<file path="src/hw/systolic_pkg.sv">
// systolic_pkg
// shared widths, step counts and types for the 4x4 signed byte
// matrix multiplier built as an output-stationary systolic array

`default_nettype none

package systolic_pkg;

    localparam int N_DIM     = 4;   // matrix dimension
    localparam int LANE_LEN  = 7;   // four data bytes plus three skew pads
    localparam int RUN_STEPS = 11;  // ten propagation steps plus one settle step

    // one signed matrix element
    typedef logic signed [7:0] operand_t;

    // one accumulated element of C
    typedef logic signed [31:0] acc_t;

    // packed operand matrix, row-major, element [0][0] in the top byte
    typedef logic [N_DIM*N_DIM*8-1:0] matrix_in_t;

    // packed result matrix, row-major, C[0][0] in the top word
    typedef logic [N_DIM*N_DIM*32-1:0] matrix_out_t;

    // contents of one skewing feeder, first byte out sits at the top
    typedef logic [LANE_LEN*8-1:0] lane_t;

    typedef logic [3:0] step_t;

    // controller states
    typedef enum logic [1:0] {
        IDLE,
        LOAD,
        RUN,
        DONE
    } ctrl_state_t;

endpackage

`default_nettype wire
</file>
<file path="src/hw/data_feeder.sv">
// data_feeder
// holds one skewed operand lane and hands out its top byte each run step
// zeros are shifted in behind the data, and the output is zero outside RUN

`default_nettype none
`timescale 1ns/1ps

module data_feeder (
    input  logic                  clk,
    input  logic                  reset,
    input  logic                  load_i,
    input  logic                  shift_i,
    input  systolic_pkg::lane_t   lane_i,
    output systolic_pkg::operand_t data_o
);

    systolic_pkg::lane_t lane_q;

    always_ff @(posedge clk) begin
        if (load_i) begin
            lane_q <= lane_i;
        end else if (shift_i) begin
            lane_q <= lane_q << 8;  // backfill with zero bytes
        end
    end

    // registered output byte, one cycle behind the shift
    always_ff @(posedge clk or posedge reset) begin
        if (reset) begin
            data_o <= '0;
        end else if (shift_i) begin
            data_o <= systolic_pkg::operand_t'(lane_q[systolic_pkg::LANE_LEN*8-1 -: 8]);
        end else begin
            data_o <= '0;  // mesh only sees zeros around a job
        end
    end

endmodule

`default_nettype wire

</file>
<file path="config.mk">
export PLATFORM = sky130hd
export DESIGN_NAME = data_feeder
export DESIGN_NICKNAME = d
export VERILOG_FILES = /design/src/hw/systolic_pkg.sv /design/src/hw/data_feeder.sv
export SDC_FILE = /design/constraint.sdc
export NUM_CORES = 1
export LEC_CHECK = 0
export BUFFER_PORTS_ARGS = -buffer_cell sky130_fd_sc_hd__buf_2
export CORE_UTILIZATION = 56
export CTS_BUF_LIST = sky130_fd_sc_hd__clkbuf_16
export CTS_CLUSTER_SIZE = 20
export DETAILED_ROUTE_END_ITERATION = 12
export PLACE_DENSITY = 0.89
export SKIP_CTS_REPAIR_TIMING = 1
export SLEW_MARGIN = 20
export SYNTH_ARGS = -nofsm -noshare
export SYNTH_HDL_FRONTEND = slang
export SYNTH_SLANG_ARGS = --single-unit
</file>
<file path="constraint.sdc">
create_clock -name clk -period 1.6 [get_ports clk]
set_input_delay 0.08 -clock clk [delete_from_list [all_inputs] [get_ports clk]]
set_output_delay 0.08 -clock clk [all_outputs]
set_load 0.05 [all_outputs]
</file>
# Word-level counts from Yosys, hierarchy flattened
# Index checks and enable logic that the tools add are counted.
# classes
addsub,0
multipliers,0
n_div,0
magnitude_cmp,0
n_eq_ne,0
n_shift,0
n_mux,3
bitwise,0
n_reduce_logical,1
# ops
cell,count
56-bit two-way mux,2
8-bit two-way mux,1
2-bit nonzero test,1
# word_totals
regBits,64
latch_bits,0
mem_bits_rw,0
romBits,0
out_inout_bits,8
wordCells,6
memories,0

# Depth between registers and ports, before layout
# depth
depth_word,2
mapped_depth,3
ltp_nobuf,1

# Least setup slack after synthesis
# OpenSTA, ideal clock, no wires.
# synth_path
path_type,input to register
startpoint,in load_i
endpoint,"reg lane_q[0], enable pin"
setup_ps,389
arrival_ps,970
setup_slack_ps,241
path_stages,2
n_path_buf,1
cell_sequence,buf_2 or2_2
# synth_via
elab_chain_cells,1
# synth_rtl
element,line_no,source
"start, declared",data_feeder.sv:11,"input logic load_i,"
2-bit nonzero test (no source line),--,
"end signal, assigned",data_feeder.sv:21,lane_q <= lane_i;
"end signal, assigned",data_feeder.sv:23,lane_q <= lane_q << 8;
"end, declared",data_feeder.sv:17,systolic_pkg::lane_t lane_q;
# No other way between the ends.
# A chain may end at the register's enable or synchronous reset.

# Final worst setup path
# layout_path
startpoint,reg data_o[6]
endpoint,out data_o[6]
# layout_rtl
element,line_no,source
"start, declared",data_feeder.sv:14,output systolic_pkg::operand_t data_o
"start signal, assigned",data_feeder.sv:32,data_o <= systolic_pkg::operand_t'(lane_q[systolic_pkg::LANE_LEN*8-1 -: 8]);
# No word-level cell between the ends.

==> results.txt <==
- Summing over every cut layer, the via total after detailed routing is 1412.
- Count of yosys warnings during synthesis: 0
- Port buffering added 67 buffers.
- Clock insertion delay at the later pin of the skew report: 0.31 ns
- Routed vias/inst: 5.23
* Setup crit end kind: primary output
- The first global-routing pass estimated 6.80 mm of wire.
* Number of antenna violations at the first check in global routing: 0
- The number of nets in the synthesized netlist is 196.
- Gate count after technology mapping: 136
- TritonCTS built the clock tree.
- In the finished design, the share of the clock period the worst path needs comes to 0.604.
* Critical-path cell list: buf_2
* Min cycle time layout: 0.967 ns
* Overall routing resource usage: 0.184
- Net count reported at finish: 274
- Data on the critical path arrives at its endpoint at 0.89 ns.
* ANT cells: 0
* Area Overhead vs Synth: 23.2%
- GRT overflow: 0
* Post-Syn Area: 2710 sq um
* Most frequent standard cell in the layout excluding fill and tap cells: sky130_fd_sc_hd__buf_2
- Peak supply drop: 0.949 mV
- Entering global routing, the biggest net connects 39 pins.
- In this design, the stage delay of the slowest critical-path cell is 0.32 ns.
- Summed over all failing endpoints, the final setup total negative slack is 0 ns.
- Relative max-transition margin: 0.680
- Number of global-route vias before repair: 1458
* Power density normalized to cell area: 1220 nW/um^2
- Kind of start point of the critical path: register
- For this configuration, the core starts out at a cell density of 0.602.
- Leaving out fill and tap cells, the most frequent cells in the layout are 67 x sky130_fd_sc_hd__buf_2, 56 x sky130_fd_sc_hd__edfxtp_1, 30 x sky130_fd_sc_hd__mux2_4.
- The share of the Yosys chip area taken by registers is 0.694.
- Clock-pin slew was measured on the worst setup and hold paths at 0.05 ns.
* Number of optimization iterations in the first detailed-route pass: 4
* WHS: 0.0477 ns
- Sequential share of power: 0.506
- The congestion estimate from routability-driven global placement came to 0.645.
- Initial DRC count: 72
- Number of clock sinks: 64
* Number of top-level pins: 68
- Number of distinct standard cells referenced by the synthesized netlist: 10
* Switching part of the total power: 0.202
* Fillers: 280
- Part of the power in the clock network: 0.391
- In this run the remaining antenna-violating nets after routing total 0.
- After detailed routing, the total wire length is 4.15 mm.
- Mean cell area of the mapped netlist: 19.9 sq um
- The die is 71.6 um tall.
* Clk Tree Root Cell: sky130_fd_sc_hd__clkbuf_16
- After floorplanning, the core was divided into 24 placement rows.
* Total DRC errors in the routed layout: 0
* Final setup viols: 0
- Count of buffering cells on the critical path with inverters included: 1
* Area of all sequential standard cells: 1880 sq um
* Data required time of the critical path: 1.52 ns
* Outcome: finished clean
* Floorplan core area: 4500 sq um
* Max-slew violations: 0
* Transition at the pin with the smallest max-transition slack: 0.480 ns
- Slowest stage cell on the critical path: sky130_fd_sc_hd__dfrtp_1
- Combinational Power Share: 0.104
- After synthesis the netlist holds a flip-flop and latch count of 64.
- The internal power of the cells totals 3.26 mW.
- Area of combinational cells with multiple inputs: 759 sq um
- Along the worst path, the maximum fanout reaches 1.
* Clock Path Buffers: 2
* Switching power of the nets: 823 uW
- Overall die area: 5120 sq um
- Clock skew on the completed layout was measured at 0.00372 ns.
* Overall die width: 71.6 um
- RSZ-0062 raised after global routing: no
- In this design, the largest share of critical-path delay is due to flip-flops.
- In the final routed layout, each cell accounts on average for 15.4 um.
- The critical path is of the reg -> out type.
- Achievable clock frequency: 1030 MHz
* Count of final hold-check violations: 0
- H-tree depth reported by CTS: 3
- Summed over all cells, the static leakage comes to 1.48 nW.
- Start point of the worst min-delay path: lane_i[7]
- Number of buffers created by CTS: 9
- In the final layout, the share of cells above drive strength 1 is 0.596.
- The tool flagged a number of max-cap violations equal to 0.
* Beginning of the critical path: data_o[6]
- The min-delay analysis places its worst path in the category in -> reg.
- Detailed placement HPWL: 2.73 mm
- In this run the critical register-to-register path is launched from lane_q[39].
[cell type report]
cell class,count,share of cell area
clock buffer,9,0.0674
clock inverter,6,0.00674
inverter,1,0.00112
multi-input combinational,65,0.227
sequential,64,0.563
tap,52,0.0195
timing repair buffer,73,0.115
[metrics by stage]
step / area [sq um] / utilization / power (mW) / instances / setup slack, ns
floorplan: 2710 / - / 2.39 / 136 / 0.241
global placement: 3080 / 0.684 / 2.49 / 254 / 0.431
detailed placement: 3080 / 0.684 / 2.52 / 254 / 0.405
CTS: 3330 / 0.739 / 4.13 / 269 / 0.614
global route: 3340 / 0.742 / 4.23 / 270 / 0.599
finish: 3340 / 0.742 / 4.08 / 270 / 0.633
[logic make-up (layout without fill, tap and decap cells)]
logic type,after synthesis,after routing,share of synthesized area
AND/OR/NAND/NOR,17,17,0.0392
multiplexers,48,48,0.241
buffers and inverters,7,89,0.0258
flip-flops,64,64,0.694
[worst paths after layout]
kind	end	slack (ns)	cells past startpoint
max	data_o[6]	0.63	1
min	lane_q[7]	0.05	2
max reg2reg	lane_q[47]	0.70	1
min reg2reg	data_o[7]	0.45	1
max in group asynchronous	data_o[6]	1.11	3
min in group asynchronous	data_o[2]	0.26	3
[registers in the layout, indices dropped and copies added, names as in the netlist]
name and flops:
lane_q 56, data_o 8
[synth_stat cells, drive strengths merged]
master  number  area share
and2        16       0.037
buf          6       0.024
dfrtp        8       0.074
edfxtp      56        0.62
inv          1      0.0014
mux2        48        0.24
or2          1      0.0023
[power groups by stage]
| stage | combinational [mW] | sequential, mW | clock [mW] |
|---|---|---|---|
| floorplan | 0.251 | 2.14 | 0 |
| global placement | 0.409 | 2.09 | 0 |
| detailed placement | 0.423 | 2.10 | 0 |
| CTS | 0.427 | 2.07 | 1.63 |
| global route | 0.458 | 2.08 | 1.69 |
| finish | 0.424 | 2.07 | 1.59 |
[per-layer routing]
layer	global-route usage	vias up	wire length [um]
met5	0	-	0
met4	0.105	0	82
met3	0.0506	8	279
met2	0.296	53	2030
met1	0.227	683	1760
li1	-	668	-
(Power assumes the default switching activity.)
