==> config.mk <==
export PLATFORM = sky130hd
export DESIGN_NAME = systolic_ctrl
export DESIGN_NICKNAME = d
export VERILOG_FILES = /design/src/hw/systolic_pkg.sv /design/src/hw/systolic_ctrl.sv
export SDC_FILE = /design/constraint.sdc
export NUM_CORES = 1
export LEC_CHECK = 0
export BUFFER_PORTS_ARGS = -buffer_cell sky130_fd_sc_hd__buf_2
export CAP_MARGIN = 20
export CORE_AREA = 10 10 47 49
export DETAILED_ROUTE_END_ITERATION = 10
export DIE_AREA = 0 0 57 59
export PLACE_DENSITY = 0.3
export SETUP_SLACK_MARGIN = 0.5
export SYNTH_ARGS = -nofsm -noshare
export SYNTH_HDL_FRONTEND = slang
export SYNTH_SLANG_ARGS = --single-unit
==> constraint.sdc <==
create_clock -name clk -period 1.73 [get_ports clk]
set_input_delay 0.346 -clock clk [delete_from_list [all_inputs] [get_ports clk]]
set_output_delay 0.346 -clock clk [all_outputs]
set_load 0.005 [all_outputs]
==> src/hw/systolic_pkg.sv <==
// systolic_pkg
// shared widths, step counts and types for the 4x4 signed byte
// matrix multiplier built as an output-stationary systolic array

`default_nettype none

package systolic_pkg;

    localparam int N_DIM     = 4;   // matrix dimension
    localparam int LANE_LEN  = 7;   // four data bytes plus three skew pads
    localparam int RUN_STEPS = 11;  // ten propagation steps plus one settle step

    // one signed matrix element
    typedef logic signed [7:0] operand_t;

    // one accumulated element of C
    typedef logic signed [31:0] acc_t;

    // packed operand matrix, row-major, element [0][0] in the top byte
    typedef logic [N_DIM*N_DIM*8-1:0] matrix_in_t;

    // packed result matrix, row-major, C[0][0] in the top word
    typedef logic [N_DIM*N_DIM*32-1:0] matrix_out_t;

    // contents of one skewing feeder, first byte out sits at the top
    typedef logic [LANE_LEN*8-1:0] lane_t;

    typedef logic [3:0] step_t;

    // controller states
    typedef enum logic [1:0] {
        IDLE,
        LOAD,
        RUN,
        DONE
    } ctrl_state_t;

endpackage

`default_nettype wire
==> src/hw/systolic_ctrl.sv <==
// systolic_ctrl
// sequences one job through load, run and done phases
// ready is only offered in IDLE, so a start outside IDLE is dropped
// the run phase ends when the step counter flags its last step

`default_nettype none
`timescale 1ns/1ps

module systolic_ctrl (
    input  logic clk,
    input  logic reset,
    input  logic start_i,
    input  logic last_i,
    output logic load_o,
    output logic run_o,
    output logic ready_o,
    output logic done_o
);

    systolic_pkg::ctrl_state_t state;
    systolic_pkg::ctrl_state_t state_next;

    always_ff @(posedge clk or posedge reset) begin
        if (reset) begin
            state <= systolic_pkg::IDLE;
        end else begin
            state <= state_next;
        end
    end

    // next state
    always_comb begin
        state_next = state;
        case (state)
            systolic_pkg::IDLE: begin
                if (start_i) begin  // ready is high here, so the job is accepted
                    state_next = systolic_pkg::LOAD;
                end
            end
            systolic_pkg::LOAD: begin
                state_next = systolic_pkg::RUN;
            end
            systolic_pkg::RUN: begin
                if (last_i) begin
                    state_next = systolic_pkg::DONE;
                end
            end
            systolic_pkg::DONE: begin
                state_next = systolic_pkg::IDLE;
            end
            default: begin
                state_next = systolic_pkg::IDLE;
            end
        endcase
    end

    // moore outputs, one state each
    always_comb begin
        load_o  = (state == systolic_pkg::LOAD);  // feeders load, accumulators clear
        run_o   = (state == systolic_pkg::RUN);
        done_o  = (state == systolic_pkg::DONE);
        ready_o = (state == systolic_pkg::IDLE);
    end

endmodule

`default_nettype wire

Word-level counts from Yosys, hierarchy flattened. Index checks and enable logic that the tools add are counted.

Register bits after elaboration: 2. Word-level logic and storage cells: 11. Output and inout port bits: 4. Input bits: 4.

Equality and inequality tests: 5. Multiplexer cells: 3. Reduce and logical (&&, ||, !) cells: 2.

Operators by type and width (count): one-hot mux 2 bit (4 select lines) (1); equality test 2 bit, second input constant (2); 2-to-1 mux 2 bit (2); inequality test 2 bit, second input constant (2); equality test 2 x 1 -> 1 bit, second input constant (1); zero test 2 bit (1); AND reduction 2 bit (1).

Depth between registers and ports, before layout. Gate-level depths: netlist of the first run.

Word-level depth: 3. Mapped depth: 5. Gate-level depth less buffers: 5.

Least setup slack after synthesis of the first run. No wires, ideal clock.

Kind: register to register. Start: register state[0]. End: register state[1]. Stages on the path, launching flop included: 6. Setup time: 125 ps. Data required time: 1605 ps. Path slack: 436 ps. Clock period less this slack: 1294 ps. Arrival: 1169 ps. Path buffers: 0. Cell sequence: dfrtp_1 -> inv_1 -> ha_1 -> inv_1 -> o22ai_2 -> mux2_4.

Cells in the longest elaborated chain, start to end: 3. Elaborated cells between the ends (all ways): 8. Classes of those cells: 5 x eq/ne; 1 x mux; 2 x reduce/logical.

RTL lines: from (decl) (RTL line systolic_ctrl.sv:20) `systolic_pkg::ctrl_state_t state;`; from (signal assigned) (RTL line systolic_ctrl.sv:25) `state <= systolic_pkg::IDLE;`; from (signal assigned) (RTL line systolic_ctrl.sv:27) `state <= state_next;`; equality test 2 bit (*); named net run_o (RTL line systolic_ctrl.sv:15) `output logic run_o,`; inequality test 2 bit (no source line); AND reduction 2 bit (no source line).

Mark *: on every way through the listed nets, which the timed path passes. The rest lies on a longest branch. A chain may end at the register's enable or synchronous reset.

Worst setup path in the final report of the first run.
Start: register state[0]. End: register state[1].

Cells in the longest elaborated chain, start to end: 3. Elaborated cells between the ends (all ways): 8. Classes of those cells: 5 x eq/ne; 1 x mux; 2 x reduce/logical.

RTL lines: equality test 2 bit or zero test 2 bit (tied branches) (RTL line systolic_ctrl.sv:34) `case (state)`; inequality test 2 bit (no source line); AND reduction 2 bit (no source line).

Parallel ways exist; a longest one is shown, timed or not.

==> results of run 1 <==
## logic make-up (layout without fill, tap and decap cells)
family / after synthesis / in the layout
DFF: 2 / 2
adders and majority gates: 4 / 4
AOI/OAI and AO/OA: 2 / 2
buffers and inverters: 5 / 20
muxes: 1 / 1
## placed cells by master, fill, tap and decap left out, drive strengths merged
cell type	netlist	layout
buf	0	11
ha	4	4
dfrtp	2	2
mux2	1	1
clkbuf	0	3
inv	5	5
a22oi	1	1
dlygate4sd3	0	1
o22ai	1	1
## power by group
part           switching (mW)  leakage (nW)  internal, mW
Clock                  0.0240        0.0138        0.0763
Sequential             0.0501        0.0216        0.0785
Combinational           0.157         0.123         0.259
## through the flow
| step | cell area, sq um | power [mW] | hold WS (ns) | util | worst slack, ns |
|---|---|---|---|---|---|
| final | 335 | 0.645 | 0.506 | 0.239 | 0.389 |
| after floorplan | 156 | 0.256 | 0.0872 | - | 0.456 |
| after CTS | 262 | 0.490 | 0.463 | 0.187 | 0.366 |
| after detailed placement | 211 | 0.334 | 0.196 | 0.151 | 0.400 |
| after global routing | 335 | 0.711 | 0.491 | 0.239 | 0.352 |
| after global placement | 211 | 0.329 | 0.193 | 0.151 | 0.422 |
## area by class of cell
class                   count  area, sq um  area share
inverters                   5         23.8      0.0709
well taps                  16         20.0      0.0597
flip-flops and latches      2         52.6       0.157
clock buffers               3         22.5      0.0672
repair buffers             12         93.8       0.280
multi-input cells           7          123       0.366
## worst min-delay path by stage
stage / cells after the start / end / slack [ns]
5_1_grt: 3 / state[1]$_DFFE_PP0P_ / 0.49
4_1_cts: 3 / state[0]$_DFFE_PP0P_ / 0.46
3_3_place_gp: 2 / state[1]$_DFFE_PP0P_ / 0.19
2_1_floorplan: 1 / state[0]$_DFFE_PP0P_ / 0.09
6_report: 3 / state[1]$_DFFE_PP0P_ / 0.51
3_5_place_dp: 2 / state[1]$_DFFE_PP0P_ / 0.20
## metal layers
metal | share of wire | routed length (microns) | global-route usage | vias up
met4 | 0.013 | 6 | 0.0503 | 0
met3 | 0.18 | 84 | 0.0386 | 2
met5 | 0 | 0 | 0 | -
li1 | - | - | - | 76
met2 | 0.35 | 161 | 0.0186 | 8
met1 | 0.46 | 213 | 0.0309 | 62
## worst min-delay path, stage by stage
cell	delay [ns]
buf_2	0.08
o22ai_2	0.07
mux2_4	0.19
## repair_timing
| item | CTS | global route |
|---|---|---|
| setup buffers | 2 | 2 |
| setup endpoints to repair | 5 | 5 |
| cloned | 0 | 0 |
| resized for setup | 2 | 11 |
| hold buffers | 1 | 0 |
| pin swaps | 0 | 2 |
| endpoints found under the hold margin | 2 | 0 |
==> impl_metrics.csv, run 1 <==
group,metric,value,unit
run_status,status,"completed",
worst_setup_path,critPathBufInv,2,
timing,worst_pin_slew,0.188,ns
layout,max_flop_register,"state",
timing,relSlewSlack,0.875,
layout,antennaDiodeCount,0,
synthesis,synthMuxAreaShare,0.0976,
synthesis,synth_top_family_by_area,"adder cells",
placed_design,dp_cells,37,
floorplan,core.rowCount,14,
timing,rsz0062_at_grt,"true",
synthesis,synth_ff_type,"dfrtp_1",
global_routing,grt_pass1_wl,690,microns
worst_setup_path,startpoint,"state[0]$_DFFE_PP0P_",
timing,finalMaxSlewViolations,0,
detailed_routing,vias_per_cell,3.29,
synthesis,yosys.area_share.simple,0,
layout,area_growth,118,%
worst_setup_path,cp_cell_sequence,"inv_4 -> ha_4 -> inv_1 -> o22ai_2 -> mux2_4",
worst_setup_path,crit_path_end_kind,"register",
global_routing,grt_pass1_vias,159,
worst_setup_path,crit_end,"state[1]$_DFFE_PP0P_",
floorplan,dieArea,3360,sq um
timing,hold_violations,0,
placed_design,dpl.hpwl,301,microns
timing,setup_violations,0,
timing,finalCritPeriodShare,0.775,
synthesis,netlist_area,154,sq um
detailed_routing,wirelength,465,microns
worst_setup_path,cp_slowest_cell,"dfrtp_2",
placed_design,gp_congestion,0.538,
cts,htreeDepth,1,
worst_setup_path,r2r-start,"state[0]$_DFFE_PP0P_",
cts,cts_tree,"yes",
global_routing,track_usage,0.0307,
floorplan,ios,8,
synthesis,synth_area_per_cell,11.0,sq um
layout,final_cells,45,
floorplan,coreArea,1400,sq um
synthesis,synthTopCellsByArea,"dfrtp_1 33%, ha_1 33%, inv_1 12%",
power_and_ir_drop,peakVddDrop,0.000646,V
synthesis,ys_seq_area_frac,0.325,
floorplan,die_w,57,microns
worst_setup_path,path_delay_family,"flip-flops",
floorplan,die_h,59,microns
worst_setup_path,regToRegEndpoint,"state[1]$_DFFE_PP0P_",
global_routing,grt_start_max_net_pins,5,
detailed_routing,wl_per_cell,10.3,microns
detailed_routing,firstDrtPassIters,2,
layout,largest_reg_flops,2,
power_and_ir_drop,powerDensity,1920,nW/um^2
detailed_routing,drc,0,
worst_setup_path,cp.depth,5,
synthesis,synth.largest_area_cell,"dfrtp_1",
global_routing,antenna_found_initial,0,
layout,drive_gt1_frac,0.793,
synthesis,yosys_warnings,0,
timing,fmax,746,MHz
worst_setup_path,crit_type,"reg2reg",
power_and_ir_drop,p_leak,0.159,nW
cts,clockRootBuffer,"clkbuf_4",
detailed_routing,drt_iter0_markers,3,
timing,tns,0,ns
synthesis,synth_fa_ha_area_frac,0.325,
layout,n_fill_cell,158,
synthesis,syn_nets,22,
timing,fin_worst_skew,0.00435,ns
worst_setup_path,crit_fanout,3,
detailed_routing,final_antenna_net_count,0,
layout,reg_top3,"state x2",
worst_setup_path,slowest_delay,0.44,ns
floorplan,initial_core_util,0.110,
synthesis,synth_cell_type_count,6,
detailed_routing,vias,148,
cts,cts_buffer_depth,2,
global_routing,grt.overflow.total,0,
synthesis,synth_common_cells,"5 x inv_1, 4 x ha_1, 2 x dfrtp_1",
layout,finalNetCount,39,
cts,cts_inserted_buffers,3,
cts,clock-sinks,2,
job,drv_cap,0,
synthesis,syn_inst,14,
timing,fin_crit,1.34,ns
synthesis,yosysMostFrequentCell,"inv_1",
synthesis,synthXorXnorAreaFrac,0,
worst_setup_path,worstPathRequired,1.83,ns
worst_setup_path,worstRegToRegCells,5,
cts,insertion_delay,0.22,ns
worst_setup_path,cp-start-kind,"register",
cts,clkSlewWorstSetupHoldPaths,0.03,ns
synthesis,synth-async-reset-ratio,1.00,
min_path,hold_path.class,"in2reg",
synthesis,synth_edf_count,0,
worst_setup_path,rrSetupSlack,0.39,ns
synthesis,synth_compound_area_frac,0.130,
placed_design,io_buffer_count,7,
worst_setup_path,cp.arrival,1.44,ns
synthesis,synth_top_area_frac,0.325,
synthesis,synth.ff_latch_count,2,
min_path,hp-start,"start_i",
(Power assumes the default switching activity.)
==> inputs of run 2 (changes only) <==
==> constraint.sdc (replaced) <==
create_clock -name clk -period 1.2 [get_ports clk]
set_input_delay 0.24 -clock clk [delete_from_list [all_inputs] [get_ports clk]]
set_output_delay 0.24 -clock clk [all_outputs]
set_load 0.005 [all_outputs]
==> run 2 against run 1 <==
The flow now finishes with violations (negative setup slack). Via count grew 16%. Design area grew 21%. Critical path depth shrank 2. Critical endpoint is now done_o. Die area is the same. Clock skew shrank 0.0026 ns. Worst hold slack lost 0.097 ns.
==> impl_metrics.csv, run 2 (synthesized netlist as in run 1, its figures left out) <==
group,metric,value,unit
detailed_routing,wl_per_cell,9.58,microns
run_status,failed_checks,"negative setup slack",
global_routing,grt_pass1_wl,855,microns
power_and_ir_drop,combinationalPowerShare,0.748,
placed_design,dpl.hpwl,357,microns
timing,rsz0062_at_grt,"true",
timing,worst_pin_slew,0.160,ns
timing,relSlewSlack,0.894,
detailed_routing,drt_iter0_markers,2,
detailed_routing,firstDrtPassIters,3,
worst_setup_path,worstPathRequired,0.96,ns
timing,finalMaxSlewViolations,0,
floorplan,ios,8,
placed_design,gp_congestion,0.579,
timing,fin_worst_skew,0.00178,ns
detailed_routing,wirelength,498,microns
floorplan,dieArea,3360,sq um
cts,clockRootBuffer,"clkbuf_4",
run_status,status,"complete, but fails checks",
power_and_ir_drop,p_leak,0.197,nW
layout,finalNetCount,46,
timing,finalCritPeriodShare,1.08,
worst_setup_path,cp.arrival,1.06,ns
global_routing,track_usage,0.0367,
cts,insertion_delay,0.22,ns
timing,fin_crit,1.30,ns
floorplan,core.rowCount,14,
layout,area_growth,163,%
cts,clock-sinks,2,
global_routing,antenna_found_initial,0,
power_and_ir_drop,peakVddDrop,0.00104,V
timing,setup_violations,6,
power_and_ir_drop,switchingPower,0.390,mW
global_routing,grt_pass1_vias,200,
power_and_ir_drop,powerDensity,2880,nW/um^2
cts,htreeDepth,1,
detailed_routing,drc,0,
detailed_routing,vias_per_cell,3.31,
global_routing,grt.overflow.total,0,
global_routing,grt_start_max_net_pins,5,
detailed_routing,final_antenna_net_count,0,
min_path,hold_path.class,"in2async",
floorplan,die_h,59,microns
layout,max_flop_register,"state",
floorplan,die_w,57,microns
layout,fin_area,405,sq um
layout,reg_top3,"state x2",
floorplan,initial_core_util,0.110,
detailed_routing,vias,172,
power_and_ir_drop,pwr-share-clk,0.127,
layout,drive_gt1_frac,0.861,
layout,largest_reg_flops,2,
placed_design,io_buffer_count,7,
worst_setup_path,crit_type,"reg2out",
layout,final_common_cell,"buf_4",
timing,setup_ws,-0.0964,ns
power_and_ir_drop,switching_share,0.334,
cts,cts_tree,"yes",
power_and_ir_drop,p_int,0.779,mW
power_and_ir_drop,p_seq_frac,0.125,
placed_design,place_area,256,sq um
job,drv_cap,0,
cts,cts_buffer_depth,2,
floorplan,coreArea,1400,sq um
worst_setup_path,cp-start-kind,"register",
worst_setup_path,crit_path_end_kind,"output pin",
layout,layout_common_cells,"7 x buf_4, 6 x buf_6, 5 x buf_2",
timing,whs,0.409,ns
layout,antennaDiodeCount,0,
worst_setup_path,crit_fanout,2,
timing,hold_violations,0,
cts,clkSlewWorstSetupHoldPaths,0.03,ns
timing,fmax,771,MHz
cts,cts_inserted_buffers,3,
## run 2: cell count changes in the layout (fill, tap and decap cells not counted)
cell	delta
buf_4	+3
buf_6	+3
inv_2	+2
a22oi_1	-1
a22oi_2	+1
buf_2	+1
dfrtp_1	+1
dfrtp_2	-1
inv_1	-1
inv_4	-1
o22ai_2	-1
o22ai_4	+1
## run 2: worst paths after layout
| path | slack [ns] | endpoint | depth (start not counted) | start |
|---|---|---|---|---|
| worst max-delay path | -0.1 | done_o | 3 | state[0]$_DFFE_PP0P_ |
| worst min register to register | 0.57 | state[1]$_DFFE_PP0P_ | 1 | state[1]$_DFFE_PP0P_ |
| worst min-delay path | 0.41 | state[1]$_DFFE_PP0P_ | 3 | reset |
| max in group asynchronous | 0.66 | state[1]$_DFFE_PP0P_ | 3 | reset |
| worst max register to register | -0.09 | state[1]$_DFFE_PP0P_ | 5 | state[0]$_DFFE_PP0P_ |
| min in group clk | 0.41 | state[1]$_DFFE_PP0P_ | 3 | last_i |
## run 2: through the flow
stage          TNS, ns  std cells  worst slack [ns]   util  power [mW]
2_1_floorplan  -0.0738         14           -0.0738      -       0.369
3_3_place_gp    -0.128         43            -0.128  0.183       0.636
3_5_place_dp    -0.118         43            -0.118  0.183       0.628
4_1_cts         -0.550         50            -0.116  0.262        1.03
5_1_grt         -0.846         52            -0.150  0.289        1.30
6_report        -0.505         52           -0.0964  0.289        1.17
## run 2: layer usage
metal | up-vias | part of all wire | GRT usage
met4 | 0 | 0 | 0.0403
met5 | - | 0 | 0
met2 | 8 | 0.43 | 0.0372
li1 | 88 | - | -
met3 | 0 | 0.15 | 0.0408
met1 | 76 | 0.42 | 0.0355
## run 2: power groups by stage
stage | sequential, mW | clock [mW] | combinational, mW
6_report | 0.146 | 0.149 | 0.875
5_1_grt | 0.154 | 0.170 | 0.981
4_1_cts | 0.140 | 0.155 | 0.737
3_5_place_dp | 0.139 | 0 | 0.489
3_3_place_gp | 0.136 | 0 | 0.501
2_1_floorplan | 0.136 | 0 | 0.233
## run 2: what timing repair did
item,in CTS,in global routing
hold buffers,1,0
endpoints found under the setup margin,6,6
cloned,0,0
buffers inserted,3,2
pin swaps,2,3
hold endpoints to repair,2,0
resized for setup,11,6
## run 2: critical path, stage by stage, from the launching register on
cell and delay [ns]:
dfrtp_1 0.38, buf_4 0.15, ha_1 0.18, buf_2 0.12
## run 2: area by class of cell
type | count | area, sq um
Fill cell | 160 | 996
Sequential cell | 2 | 51.3
Inverter | 5 | 21.3
Tap cell | 16 | 20.0
Multi-Input combinational cell | 7 | 135
Clock buffer | 3 | 22.5
Timing Repair Buffer | 19 | 155
