File: config.mk
export PLATFORM = sky130hd
export DESIGN_NAME = step_counter
export DESIGN_NICKNAME = d
export VERILOG_FILES = /design/src/hw/systolic_pkg.sv /design/src/hw/step_counter.sv
export SDC_FILE = /design/constraint.sdc
export NUM_CORES = 1
export LEC_CHECK = 0
export ABC_CLOCK_PERIOD_IN_PS = 1910
export BUFFER_PORTS_ARGS = -buffer_cell sky130_fd_sc_hd__clkbuf_2
export CELL_PAD_IN_SITES_DETAIL_PLACEMENT = 0
export CELL_PAD_IN_SITES_GLOBAL_PLACEMENT = 1
export CORE_AREA = 4 4 41 43
export DETAILED_ROUTE_END_ITERATION = 10
export DIE_AREA = 0 0 45 47
export PLACE_DENSITY = 0.49
export SYNTH_ARGS = -nofsm -noshare
export SYNTH_HDL_FRONTEND = slang
export SYNTH_SLANG_ARGS = --single-unit
export TNS_END_PERCENT = 5
File: constraint.sdc
create_clock -name clk -period 1.91 [get_ports clk]
set_input_delay 0 -clock clk [delete_from_list [all_inputs] [get_ports clk]]
set_output_delay 0 -clock clk [all_outputs]
set_load 0.01 [all_outputs]
File: src/hw/systolic_pkg.sv
// systolic_pkg
// shared widths, step counts and types for the 4x4 signed byte
// matrix multiplier built as an output-stationary systolic array

`default_nettype none

package systolic_pkg;

    localparam int N_DIM     = 4;   // matrix dimension
    localparam int LANE_LEN  = 7;   // four data bytes plus three skew pads
    localparam int RUN_STEPS = 11;  // ten propagation steps plus one settle step

    // one signed matrix element
    typedef logic signed [7:0] operand_t;

    // one accumulated element of C
    typedef logic signed [31:0] acc_t;

    // packed operand matrix, row-major, element [0][0] in the top byte
    typedef logic [N_DIM*N_DIM*8-1:0] matrix_in_t;

    // packed result matrix, row-major, C[0][0] in the top word
    typedef logic [N_DIM*N_DIM*32-1:0] matrix_out_t;

    // contents of one skewing feeder, first byte out sits at the top
    typedef logic [LANE_LEN*8-1:0] lane_t;

    typedef logic [3:0] step_t;

    // controller states
    typedef enum logic [1:0] {
        IDLE,
        LOAD,
        RUN,
        DONE
    } ctrl_state_t;

endpackage

`default_nettype wire
File: src/hw/step_counter.sv
// step_counter
// counts run-phase cycles and flags the final one to the controller

`default_nettype none
`timescale 1ns/1ps

module step_counter (
    input  logic clk,
    input  logic reset,
    input  logic clear_i,
    input  logic count_en_i,
    output logic last_o
);

    systolic_pkg::step_t count;

    always_ff @(posedge clk or posedge reset) begin
        if (reset) begin
            count <= '0;
        end else if (clear_i) begin
            count <= '0;  // zeroed during LOAD
        end else if (count_en_i) begin
            count <= count + systolic_pkg::step_t'(1);
        end
    end

    // high throughout the last run step
    assign last_o = (count == systolic_pkg::step_t'(systolic_pkg::RUN_STEPS - 1));

endmodule

`default_nettype wire

After elaboration in Yosys (flattened, before gate mapping)

Cells that the tools add are included.
W data, S select, Z words.

Input bits: 4
Register bits after elaboration: 4
Logic and storage cells: 6

Muxes and demuxes: 2
Reductions and logical operators: 1
Add/subtract/negate cells: 1
Equal/unequal tests: 1

Operators by type and width:

| operator              | count |
|---|---|
| $mux W4               | 2 |
| $add A4 B1 Y4 const B | 1 |
| $eq A4 B4 Y1 const B  | 1 |
| $reduce_bool A2 Y1    | 1 |

Longest topological paths before layout

Gate-level depths: netlist of the first run.

Depth in word-level cells: 3
Depth in mapped cells: 3
Gate-level depth less buffers: 3

Least setup slack after synthesis of the first run

Ideal clock, no wire load.

Path kind: reg-to-reg
Start: register count[0]
End: register count[2]
Data required time: 1833 ps
Library setup time: 77 ps
Data arrival time: 903 ps
Stages on the path, launching flop included: 4
Slack: 930 ps
Clock period less this slack: 980 ps
Cells stage by stage: dfrtp_1 > ha_1 > a21bo_2 > a21oi_1

Cells in the longest elaborated chain, start to end: 3

RTL lines:

| what                   | line               | source |
|---|---|---|
| from (decl)            | step_counter.sv:15 | `systolic_pkg::step_t count;` |
| from (signal assigned) | step_counter.sv:23 | `count <= count + systolic_pkg::step_t'(1);` |
| $add A4 B1 Y4          | step_counter.sv:23 |  |
| $mux W4                | step_counter.sv:22 | `end else if (count_en_i) begin` |
| $mux W4                | step_counter.sv:20 | `end else if (clear_i) begin` |

No other way between the ends. The select of a mux whose other input is x is not followed.
A chain may end at the register's enable or synchronous reset.

Worst setup path after layout of the first run

Start: register count[0]
End: output last_o

Cells in the longest elaborated chain, start to end: 1

RTL lines:

| what         | line               | source |
|---|---|---|
| $eq A4 B4 Y1 | step_counter.sv:28 | `assign last_o = (count == systolic_pkg::step_t'(systolic_pkg::RUN_STEPS - 1));` |
| to (decl)    | step_counter.sv:12 | `output logic last_o` |

No other way between the ends.

==> impl_metrics.csv, run 1 <==
group,metric,value,unit
outcome,status,"completed",
synth,mappedNetlistNets,26,
placed_design,post-place-ws,830.1,ps
route,wl_met1,162,um
worst_setup_path,r2r_end,"count[1]",
layout,layout-drive-gt1-share,0.3103,
route,vias,173,
synth,yosysSeqAreaShare,0.4571,
route,dr.pass1.iters,4,
hold_path,worst_hold_path.endpoint,"count[1]",
synth,ys_seq_elements,4,
sta,whs,54.15,ps
sta,finalSetupTns,0,ps
synth,syn_avg_cell_area,10.95,um^2
power,p_leak,0.1524,nW
die,initial_core_util,0.1683,
die,core-area,1301,um^2
worst_setup_path,r2r-start,"count[0]",
sta,min_period,1136,ps
grt,overflow,0,
sta,setup_viol,0,
sta,finClkSkew,0.6760,ps
route,wl_per_cell,8.705,um
route,drt_iter0_markers,1,
power,power_density,732.8,nW/um^2
layout,reg.largest.list,"count x4",
route,drt_drc_violations_left,0,
hold_path,min-delay-start,"count_en_i",
job,cap_viol_max_count,0,
power,ir_worst_vdd,364.7,uV
die,die_h,47,um
route,met3_length,41,um
sta,final-hold-violation-count,0,
route,wl_met2,179,um
layout,antenna_cells,0,
cts,cts_resized,0,
hold_path,hold_path_depth,2,
sta,grt_setup_unrepaired,"false",
worst_setup_path,crit_path_end_kind,"output pin",
layout,nNetsFinal,37,
die,die_area,2115,um^2
worst_setup_path,path_class,"reg -> out",
cts,cts_buffer_depth,2,
cts,clk_pin_slew,40,ps
cts,clk_latency,230,ps
worst_setup_path,rrSetupSlack,840,ps
synth,synth.distinct_cells,13,
sta,slew_viol_final,0,
grt,first_global_vias,181,
layout,largest_reg_flops,4,
worst_setup_path,worst_r2r_path_depth,3,
synth,netlist_area,219.0,um^2
route,via_per_inst,3.932,
worst_setup_path,worst_ep_arrival_time,1140,ps
sta,post-route-period-util,0.5945,
placed_design,gp_congestion,0.5875,
sta,worst_slack,774.4,ps
route,wirelength,383,um
layout,syn2layout_area_growth,37.14,%
cts,cts_setup_buffers,0,
grt,antenna_found_initial,0,
route,routed.top_layer,"met3",
sta,tightest_slew,221.5,ps
hold_path,hold_class,"in -> reg",
die,rows,13,
synth,ys_warn_count,0,
worst_setup_path,cp_max_fo,4,
worst_setup_path,required,1910,ps
layout,fin_cells,44,
sta,slew_headroom,0.8514,
route,drtAntennaViolNets,0,
grt,grt_start_max_net_pins,7,
synth,synthCells,20,
sta,max_freq,880.6,MHz
cts,cts_max_level,1,
layout,n_fill_cell,158,
layout,top_register,"count",
cts,root_buffer,"clkbuf_4",
die,pin_count,5,
cts,tritoncts,"done",
placed_design,dp.cells,39,
placed_design,io_buffers,4,
cts,cts_sinks,4,
placed_design,detailed_place_hpwl,318.1,um
cts,numCtsBuffers,3,
grt,track_usage,0.05481,
die,die_w,45,um
worst_setup_path,start_kind,"flip-flop",
grt,grt_pass1_wl,717,um
-- worst max-delay path, cell delays in order (launching register included) --
cell and delay [ps]:
dfrtp_1 390, inv_1 60, ha_1 180, and3b_1 150, clkbuf_2 120
-- cells in the mapped netlist --
master,count,share of area
nor2_1,3,0.051
xnor2_1,1,0.040
nand4_1,1,0.029
nand3b_1,1,0.034
inv_1,2,0.034
a21oi_1,1,0.023
a211oi_1,1,0.034
mux2_4,1,0.069
nor2b_1,1,0.029
and3b_1,1,0.040
a21bo_2,1,0.046
ha_1,2,0.11
dfrtp_1,4,0.46
-- power by group --
part | switching [mW] | internal [mW] | total (mW)
sequential | 0.00477 | 0.0898 | 0.0946
combinational | 0.0110 | 0.0124 | 0.0233
clock | 0.0320 | 0.0701 | 0.102
-- area by class of cell --
| class | instances | area [um^2] | share of cell area |
|---|---|---|---|
| multi-input cells | 14 | 111.4 | 0.3708 |
| flip-flops and latches | 4 | 100.1 | 0.3333 |
| repair buffers | 6 | 40.04 | 0.1333 |
| clock buffers | 3 | 22.52 | 0.07500 |
| well taps | 15 | 18.77 | 0.06250 |
| inverters | 2 | 7.507 | 0.02500 |
-- per-layer routing --
layer / track usage / up-vias
met4: 0.08772 / 0
met5: 0 / -
met2: 0.07062 / 4
met3: 0.01916 / 0
li1: - / 87
met1: 0.05543 / 82
-- worst max-delay path by stage --
stage                     startpoint  endpoint  slack [ps]  cells past startpoint
after CTS                   count[0]    last_o         750                      4
after detailed placement    count[0]  count[1]         830                      3
after global placement      count[0]  count[2]         840                      3
final                       count[0]    last_o         770                      4
after floorplan             count[0]  count[2]         930                      3
after global routing        count[0]  count[1]         700                      3
-- placed cells by master (no fill, tap or decap) --
master / netlist / routed
nor2_1: 3 / 3
clkbuf_2: 0 / 4
inv_1: 2 / 2
dfrtp_1: 4 / 4
and3b_1: 1 / 1
nand3b_1: 1 / 1
xnor2_1: 1 / 1
a21oi_1: 1 / 1
a21bo_2: 1 / 1
a211oi_1: 1 / 1
nand4_1: 1 / 1
mux2_4: 1 / 1
ha_1: 2 / 2
nor2b_1: 1 / 1
dlygate4sd3_1: 0 / 2
clkbuf_4: 0 / 3
-- through the flow --
step                      utilization  power, mW  cell area [um^2]
final                          0.2308     0.2201             300.3
after global routing           0.2308     0.2391             300.3
after CTS                      0.2308     0.2297             300.3
after detailed placement       0.1981     0.1166             257.7
after global placement         0.1981     0.1156             257.7
after floorplan                     -     0.1073             219.0
-- timing repair --
action,in CTS,in global routing
hold buffers,2,0
setup endpoints to repair,0,0
hold endpoints to repair,5,0
-- kinds of logic (layout without fill, tap and decap cells) --
| kind of cell | after synthesis | in the layout | synth area share |
|---|---|---|---|
| and+or+nand+nor | 7 | 7 | 0.1829 |
| xor gates and xnor gates | 1 | 1 | 0.04001 |
| buffers and inverters | 2 | 11 | 0.03430 |
| adders and majority gates | 2 | 2 | 0.1143 |
| DFF | 4 | 4 | 0.4572 |
| muxes | 1 | 1 | 0.06855 |
| AOI/OAI and AO/OA | 3 | 3 | 0.1028 |
(Power assumes the default switching activity.)
==> inputs of run 2 (changes only) <==
Settings changed: ABC_CLOCK_PERIOD_IN_PS 1910 to 1200.
Clock period 1.91 ns to 1.2 ns, I/O delays scaled along.
==> impl_metrics.csv, run 2 (synthesis results as in run 1) <==
group,metric,value,unit
layout,top_register,"count",
cts,clk_pin_slew,40,ps
die,core-area,1301,um^2
route,vias,162,
sta,setup_viol,0,
layout,n_fill_cell,151,
route,wl_per_cell,8.568,um
grt,grt_util_met3,0.01916,
placed_design,gp_congestion,0.5852,
grt,use_met2,0.04802,
die,die_area,2115,um^2
sta,post-route-period-util,0.9366,
layout,syn2layout_area_growth,38.29,%
worst_setup_path,critical-path-max-stage-delay,390,ps
cts,cts_max_level,1,
layout,final_common_cell,"dfrtp_1",
die,die_h,47,um
route,drt_drc_violations_left,0,
hold_path,worst_hold_path.endpoint,"count[1]",
power,p_int,0.2745,mW
grt,overflow,0,
worst_setup_path,crit_path_end_kind,"output pin",
hold_path,hold_path_depth,2,
sta,slew_headroom,0.8436,
worst_setup_path,worst_r2r_path_depth,3,
power,power,0.3480,mW
sta,tightest_slew,233.2,ps
worst_setup_path,start_kind,"flip-flop",
route,wirelength,377,um
grt,gr-usage-met1,0.04850,
die,pin_count,5,
placed_design,dp.cells,39,
grt,grt_pass1_wl,586,um
grt,antenna_found_initial,0,
layout,reg.largest.list,"count x4",
sta,worst_slack,76.13,ps
sta,min_period,1124,ps
sta,final-hold-violation-count,0,
route,dr.pass1.iters,4,
layout,fin_cells,44,
grt,grt_busiest_layer,"met4",
sta,slew_viol_final,0,
die,rows,13,
grt,grt_start_max_net_pins,7,
worst_setup_path,r2r-start,"count[0]",
cts,root_buffer,"clkbuf_4",
layout,final_cell_mix,"dfrtp_1 (4), nor2_1 (3), clkbuf_4 (3), clkbuf_2 (3)",
worst_setup_path,cpMaxStageDelayCell,"dfrtp_1",
power,seq_power_share,0.434,
hold_path,hold_class,"in -> reg",
die,initial_core_util,0.1683,
layout,nNetsFinal,37,
cts,tritoncts,"done",
worst_setup_path,cp_max_fo,4,
power,clkPwrFrac,0.457,
power,pwr-share-comb,0.109,
layout,largest_reg_flops,4,
sta,max_freq,889.8,MHz
placed_design,post-place-ws,142.8,ps
power,ir_worst_vdd,396.6,uV
placed_design,io_buffers,4,
layout,layout-drive-gt1-share,0.3448,
die,die_w,45,um
route,drtAntennaViolNets,0,
hold_path,min-delay-start,"count_en_i",
cts,cts_buffer_depth,2,
cts,cts_sinks,4,
cts,clk_latency,230,ps
worst_setup_path,path_class,"reg -> out",
grt,track_usage,0.04130,
worst_setup_path,rrSetupSlack,120,ps
cts,cts_setup_buffers,0,
cts,numCtsBuffers,3,
layout,antenna_cells,0,
grt,first_global_vias,158,
outcome,status,"completed",
worst_setup_path,r2r_end,"count[1]",
worst_setup_path,path_cells,"inv_1, ha_2, and3b_1, buf_2",
power,p_sw,0.07353,mW
power,power_density,1149,nW/um^2
route,via_per_inst,3.682,
job,cap_viol_max_count,0,
power,switching_share,0.2113,
worst_setup_path,worst_ep_arrival_time,1120,ps
sta,finClkSkew,0.9483,ps
worst_setup_path,required,1200,ps
power,p_leak,0.1518,nW
route,drt_iter0_markers,1,
## run 2: changes by cell type in the layout (fill, tap and decap cells not counted)
cell,before,now
buf_2,0,1
clkbuf_2,4,3
ha_1,2,1
ha_2,0,1
## run 2: worst max path at each step
stage             start       end  slack (ps)  cells after the start
2_1_floorplan  count[0]  count[2]         220                      3
3_3_place_gp   count[0]  count[1]         130                      3
3_5_place_dp   count[0]  count[1]         140                      3
4_1_cts        count[0]    last_o          40                      4
5_1_grt        count[0]    last_o          -5                      4
6_report       count[0]    last_o          80                      4
## run 2: layout make-up
cell class                      instances  area [um^2]  area share
Clock buffer                            3        22.52     0.07438
Inverter                                2        7.507     0.02479
Sequential cell                         4        100.1      0.3306
Timing Repair Buffer                    6        40.04      0.1322
Tap cell                               15        18.77     0.06198
Multi-Input combinational cell         14        113.9      0.3760
## run 2: power groups by stage
stage	registers, mW	logic (mW)	clock network (mW)
detailed placement	0.153	0.0315	0
global placement	0.153	0.0311	0
global route	0.153	0.0441	0.173
finish	0.151	0.0378	0.159
floorplan	0.151	0.0198	0
CTS	0.151	0.0372	0.171
## run 2: routing by layer
layer,up-vias,wire length (um),part of all wire
met3,0,41,0.11
met4,0,0,0
met1,69,182,0.48
li1,87,-,-
met2,6,153,0.41
met5,-,0,0
## run 2: critical path, delay by kind of cell, from the launching register on
kind,cells,cell delay (ps)
fa+ha+maj,1,170
buf+inv,2,190
flops,1,390
simple gates,1,150
## run 2: per-stage QoR
stage	hold slack, ps	setup TNS, ps	utilization	cell area (um^2)
after floorplan	-233.9	0	-	219.0
final	62.35	0	0.2327	302.8
after detailed placement	-138.1	0	0.1981	257.7
after CTS	48.92	0	0.2308	300.3
after global routing	69.78	-5.489	0.2327	302.8
after global placement	-139.4	0	0.1981	257.7
## run 2: timing repair
| action | in CTS | in global routing |
|---|---|---|
| setup endpoints to repair | 0 | 1 |
| gates resized for setup | 0 | 2 |
| hold buffers | 2 | 0 |
| hold endpoints to repair | 7 | 0 |
==> inputs of run 3 (changes only) <==
Settings changed: RECOVER_POWER set to 100.
==> impl_metrics.csv, run 3 (synthesis results as in run 1) <==
group,metric,value,unit
outcome,status,"completed",
die,die_w,45,um
die,core-area,1301,um^2
layout,fin_cells,44,
die,rows,13,
grt,first_global_vias,158,
worst_setup_path,start_kind,"flip-flop",
worst_setup_path,path_cells,"inv_1, ha_2, and3b_1, buf_2",
worst_setup_path,r2r_end,"count[1]",
placed_design,dp.cells,39,
layout,antenna_cells,0,
layout,largest_reg_flops,4,
hold_path,hold_class,"in -> reg",
sta,slew_viol_final,0,
hold_path,worst_hold_path.endpoint,"count[1]",
grt,grt_start_max_net_pins,7,
route,wirelength,368,um
layout,n_fill_cell,153,
sta,min_period,1125,ps
worst_setup_path,crit_start,"count[0]",
die,die_area,2115,um^2
layout,stdcell_area,299.0,um^2
worst_setup_path,cpMaxStageDelayCell,"dfrtp_1",
cts,clk_latency,230,ps
worst_setup_path,r2r-start,"count[0]",
cts,tritoncts,"done",
job,cap_viol_max_count,0,
power,power,0.3477,mW
route,drtAntennaViolNets,0,
layout,nNetsFinal,37,
cts,root_buffer,"clkbuf_4",
worst_setup_path,cp_max_fo,4,
power,ir_worst_vdd,396.5,uV
worst_setup_path,required,1200,ps
grt,grt_pass1_wl,586,um
route,wl_per_cell,8.364,um
route,drt_iter0_markers,1,
sta,whs,59.88,ps
layout,final_cell_mix,"dfrtp_1 (4), nor2_1 (3), clkbuf_4 (3), clkbuf_2 (3)",
placed_design,place_area,257.7,um^2
cts,clk_pin_slew,40,ps
route,via_per_inst,3.591,
layout,syn2layout_area_growth,36.57,%
placed_design,io_buffers,4,
cts,cts_buffer_depth,2,
grt,antenna_found_initial,0,
worst_setup_path,crit_path_end_kind,"output pin",
die,initial_core_util,0.1683,
route,drt_drc_violations_left,0,
route,vias,158,
placed_design,post-place-ws,142.8,ps
sta,tightest_slew,233.2,ps
cts,numCtsBuffers,3,
placed_design,gp_congestion,0.5852,
worst_setup_path,rrSetupSlack,120,ps
hold_path,hold_path_depth,2,
grt,track_usage,0.04130,
die,pin_count,5,
sta,max_freq,889.0,MHz
cts,cts_sinks,4,
power,p_leak,0.1491,nW
cts,cts_max_level,1,
sta,post-route-period-util,0.9374,
layout,layout-drive-gt1-share,0.3103,
sta,worst_slack,75.18,ps
die,die_h,47,um
hold_path,min-delay-start,"count_en_i",
worst_setup_path,critical-path-max-stage-delay,390,ps
worst_setup_path,worst_r2r_path_depth,3,
sta,finClkSkew,0.9483,ps
sta,setup_viol,0,
power,power_density,1163,nW/um^2
layout,top_register,"count",
layout,final_common_cell,"dfrtp_1",
route,dr.pass1.iters,4,
sta,final-hold-violation-count,0,
worst_setup_path,worst_ep_arrival_time,1120,ps
worst_setup_path,path_class,"reg -> out",
grt,overflow,0,
layout,reg.largest.list,"count x4",
sta,slew_headroom,0.8436,
-- run 3: through the flow --
stage | setup TNS [ps] | utilization
4_1_cts | 0 | 0.2308
3_5_place_dp | 0 | 0.1981
2_1_floorplan | 0 | -
6_report | 0 | 0.2298
5_1_grt | -5.489 | 0.2298
3_3_place_gp | 0 | 0.1981
-- run 3: worst max-delay path: cells and delay by family (launching register included) --
kind                       cells  cell delay [ps]
adders and majority gates      1              170
and+or+nand+nor                1              150
DFF                            1              390
buffers and inverters          2              190
-- run 3: worst max path at each step --
stage,to,cells after the start
CTS,last_o,4
global route,last_o,4
floorplan,count[2],3
detailed placement,count[1],3
finish,last_o,4
global placement,count[1],3
-- run 3: report_power, final --
group,total (mW),internal (mW),switching (mW),leakage [nW]
Clock,0.159,0.111,0.0477,0.0138
Combinational,0.0375,0.0200,0.0175,0.0815
Sequential,0.151,0.143,0.00816,0.0538
-- run 3: timing repair --
action	4_1_cts	5_1_grt
hold endpoints to repair	7	0
hold buffers	2	0
resized for setup	0	2
setup buffers	0	0
setup endpoints to repair	0	1
-- run 3: area by class of cell --
type,instances,area [um^2],area share
clock buffers,3,22.52,0.07531
well taps,15,18.77,0.06276
repair buffers,6,40.04,0.1339
flip-flops and latches,4,100.1,0.3347
inverters,2,7.507,0.02510
multi-input cells,14,110.1,0.3682
-- run 3: metal layers --
| layer | global-route usage | vias to the layer above | wire length, um |
|---|---|---|---|
| li1 | - | 87 | - |
| met1 | 0.04850 | 67 | 175 |
| met2 | 0.04802 | 4 | 152 |
| met3 | 0.01916 | 0 | 40 |
| met4 | 0.05263 | 0 | 0 |
| met5 | 0 | - | 0 |
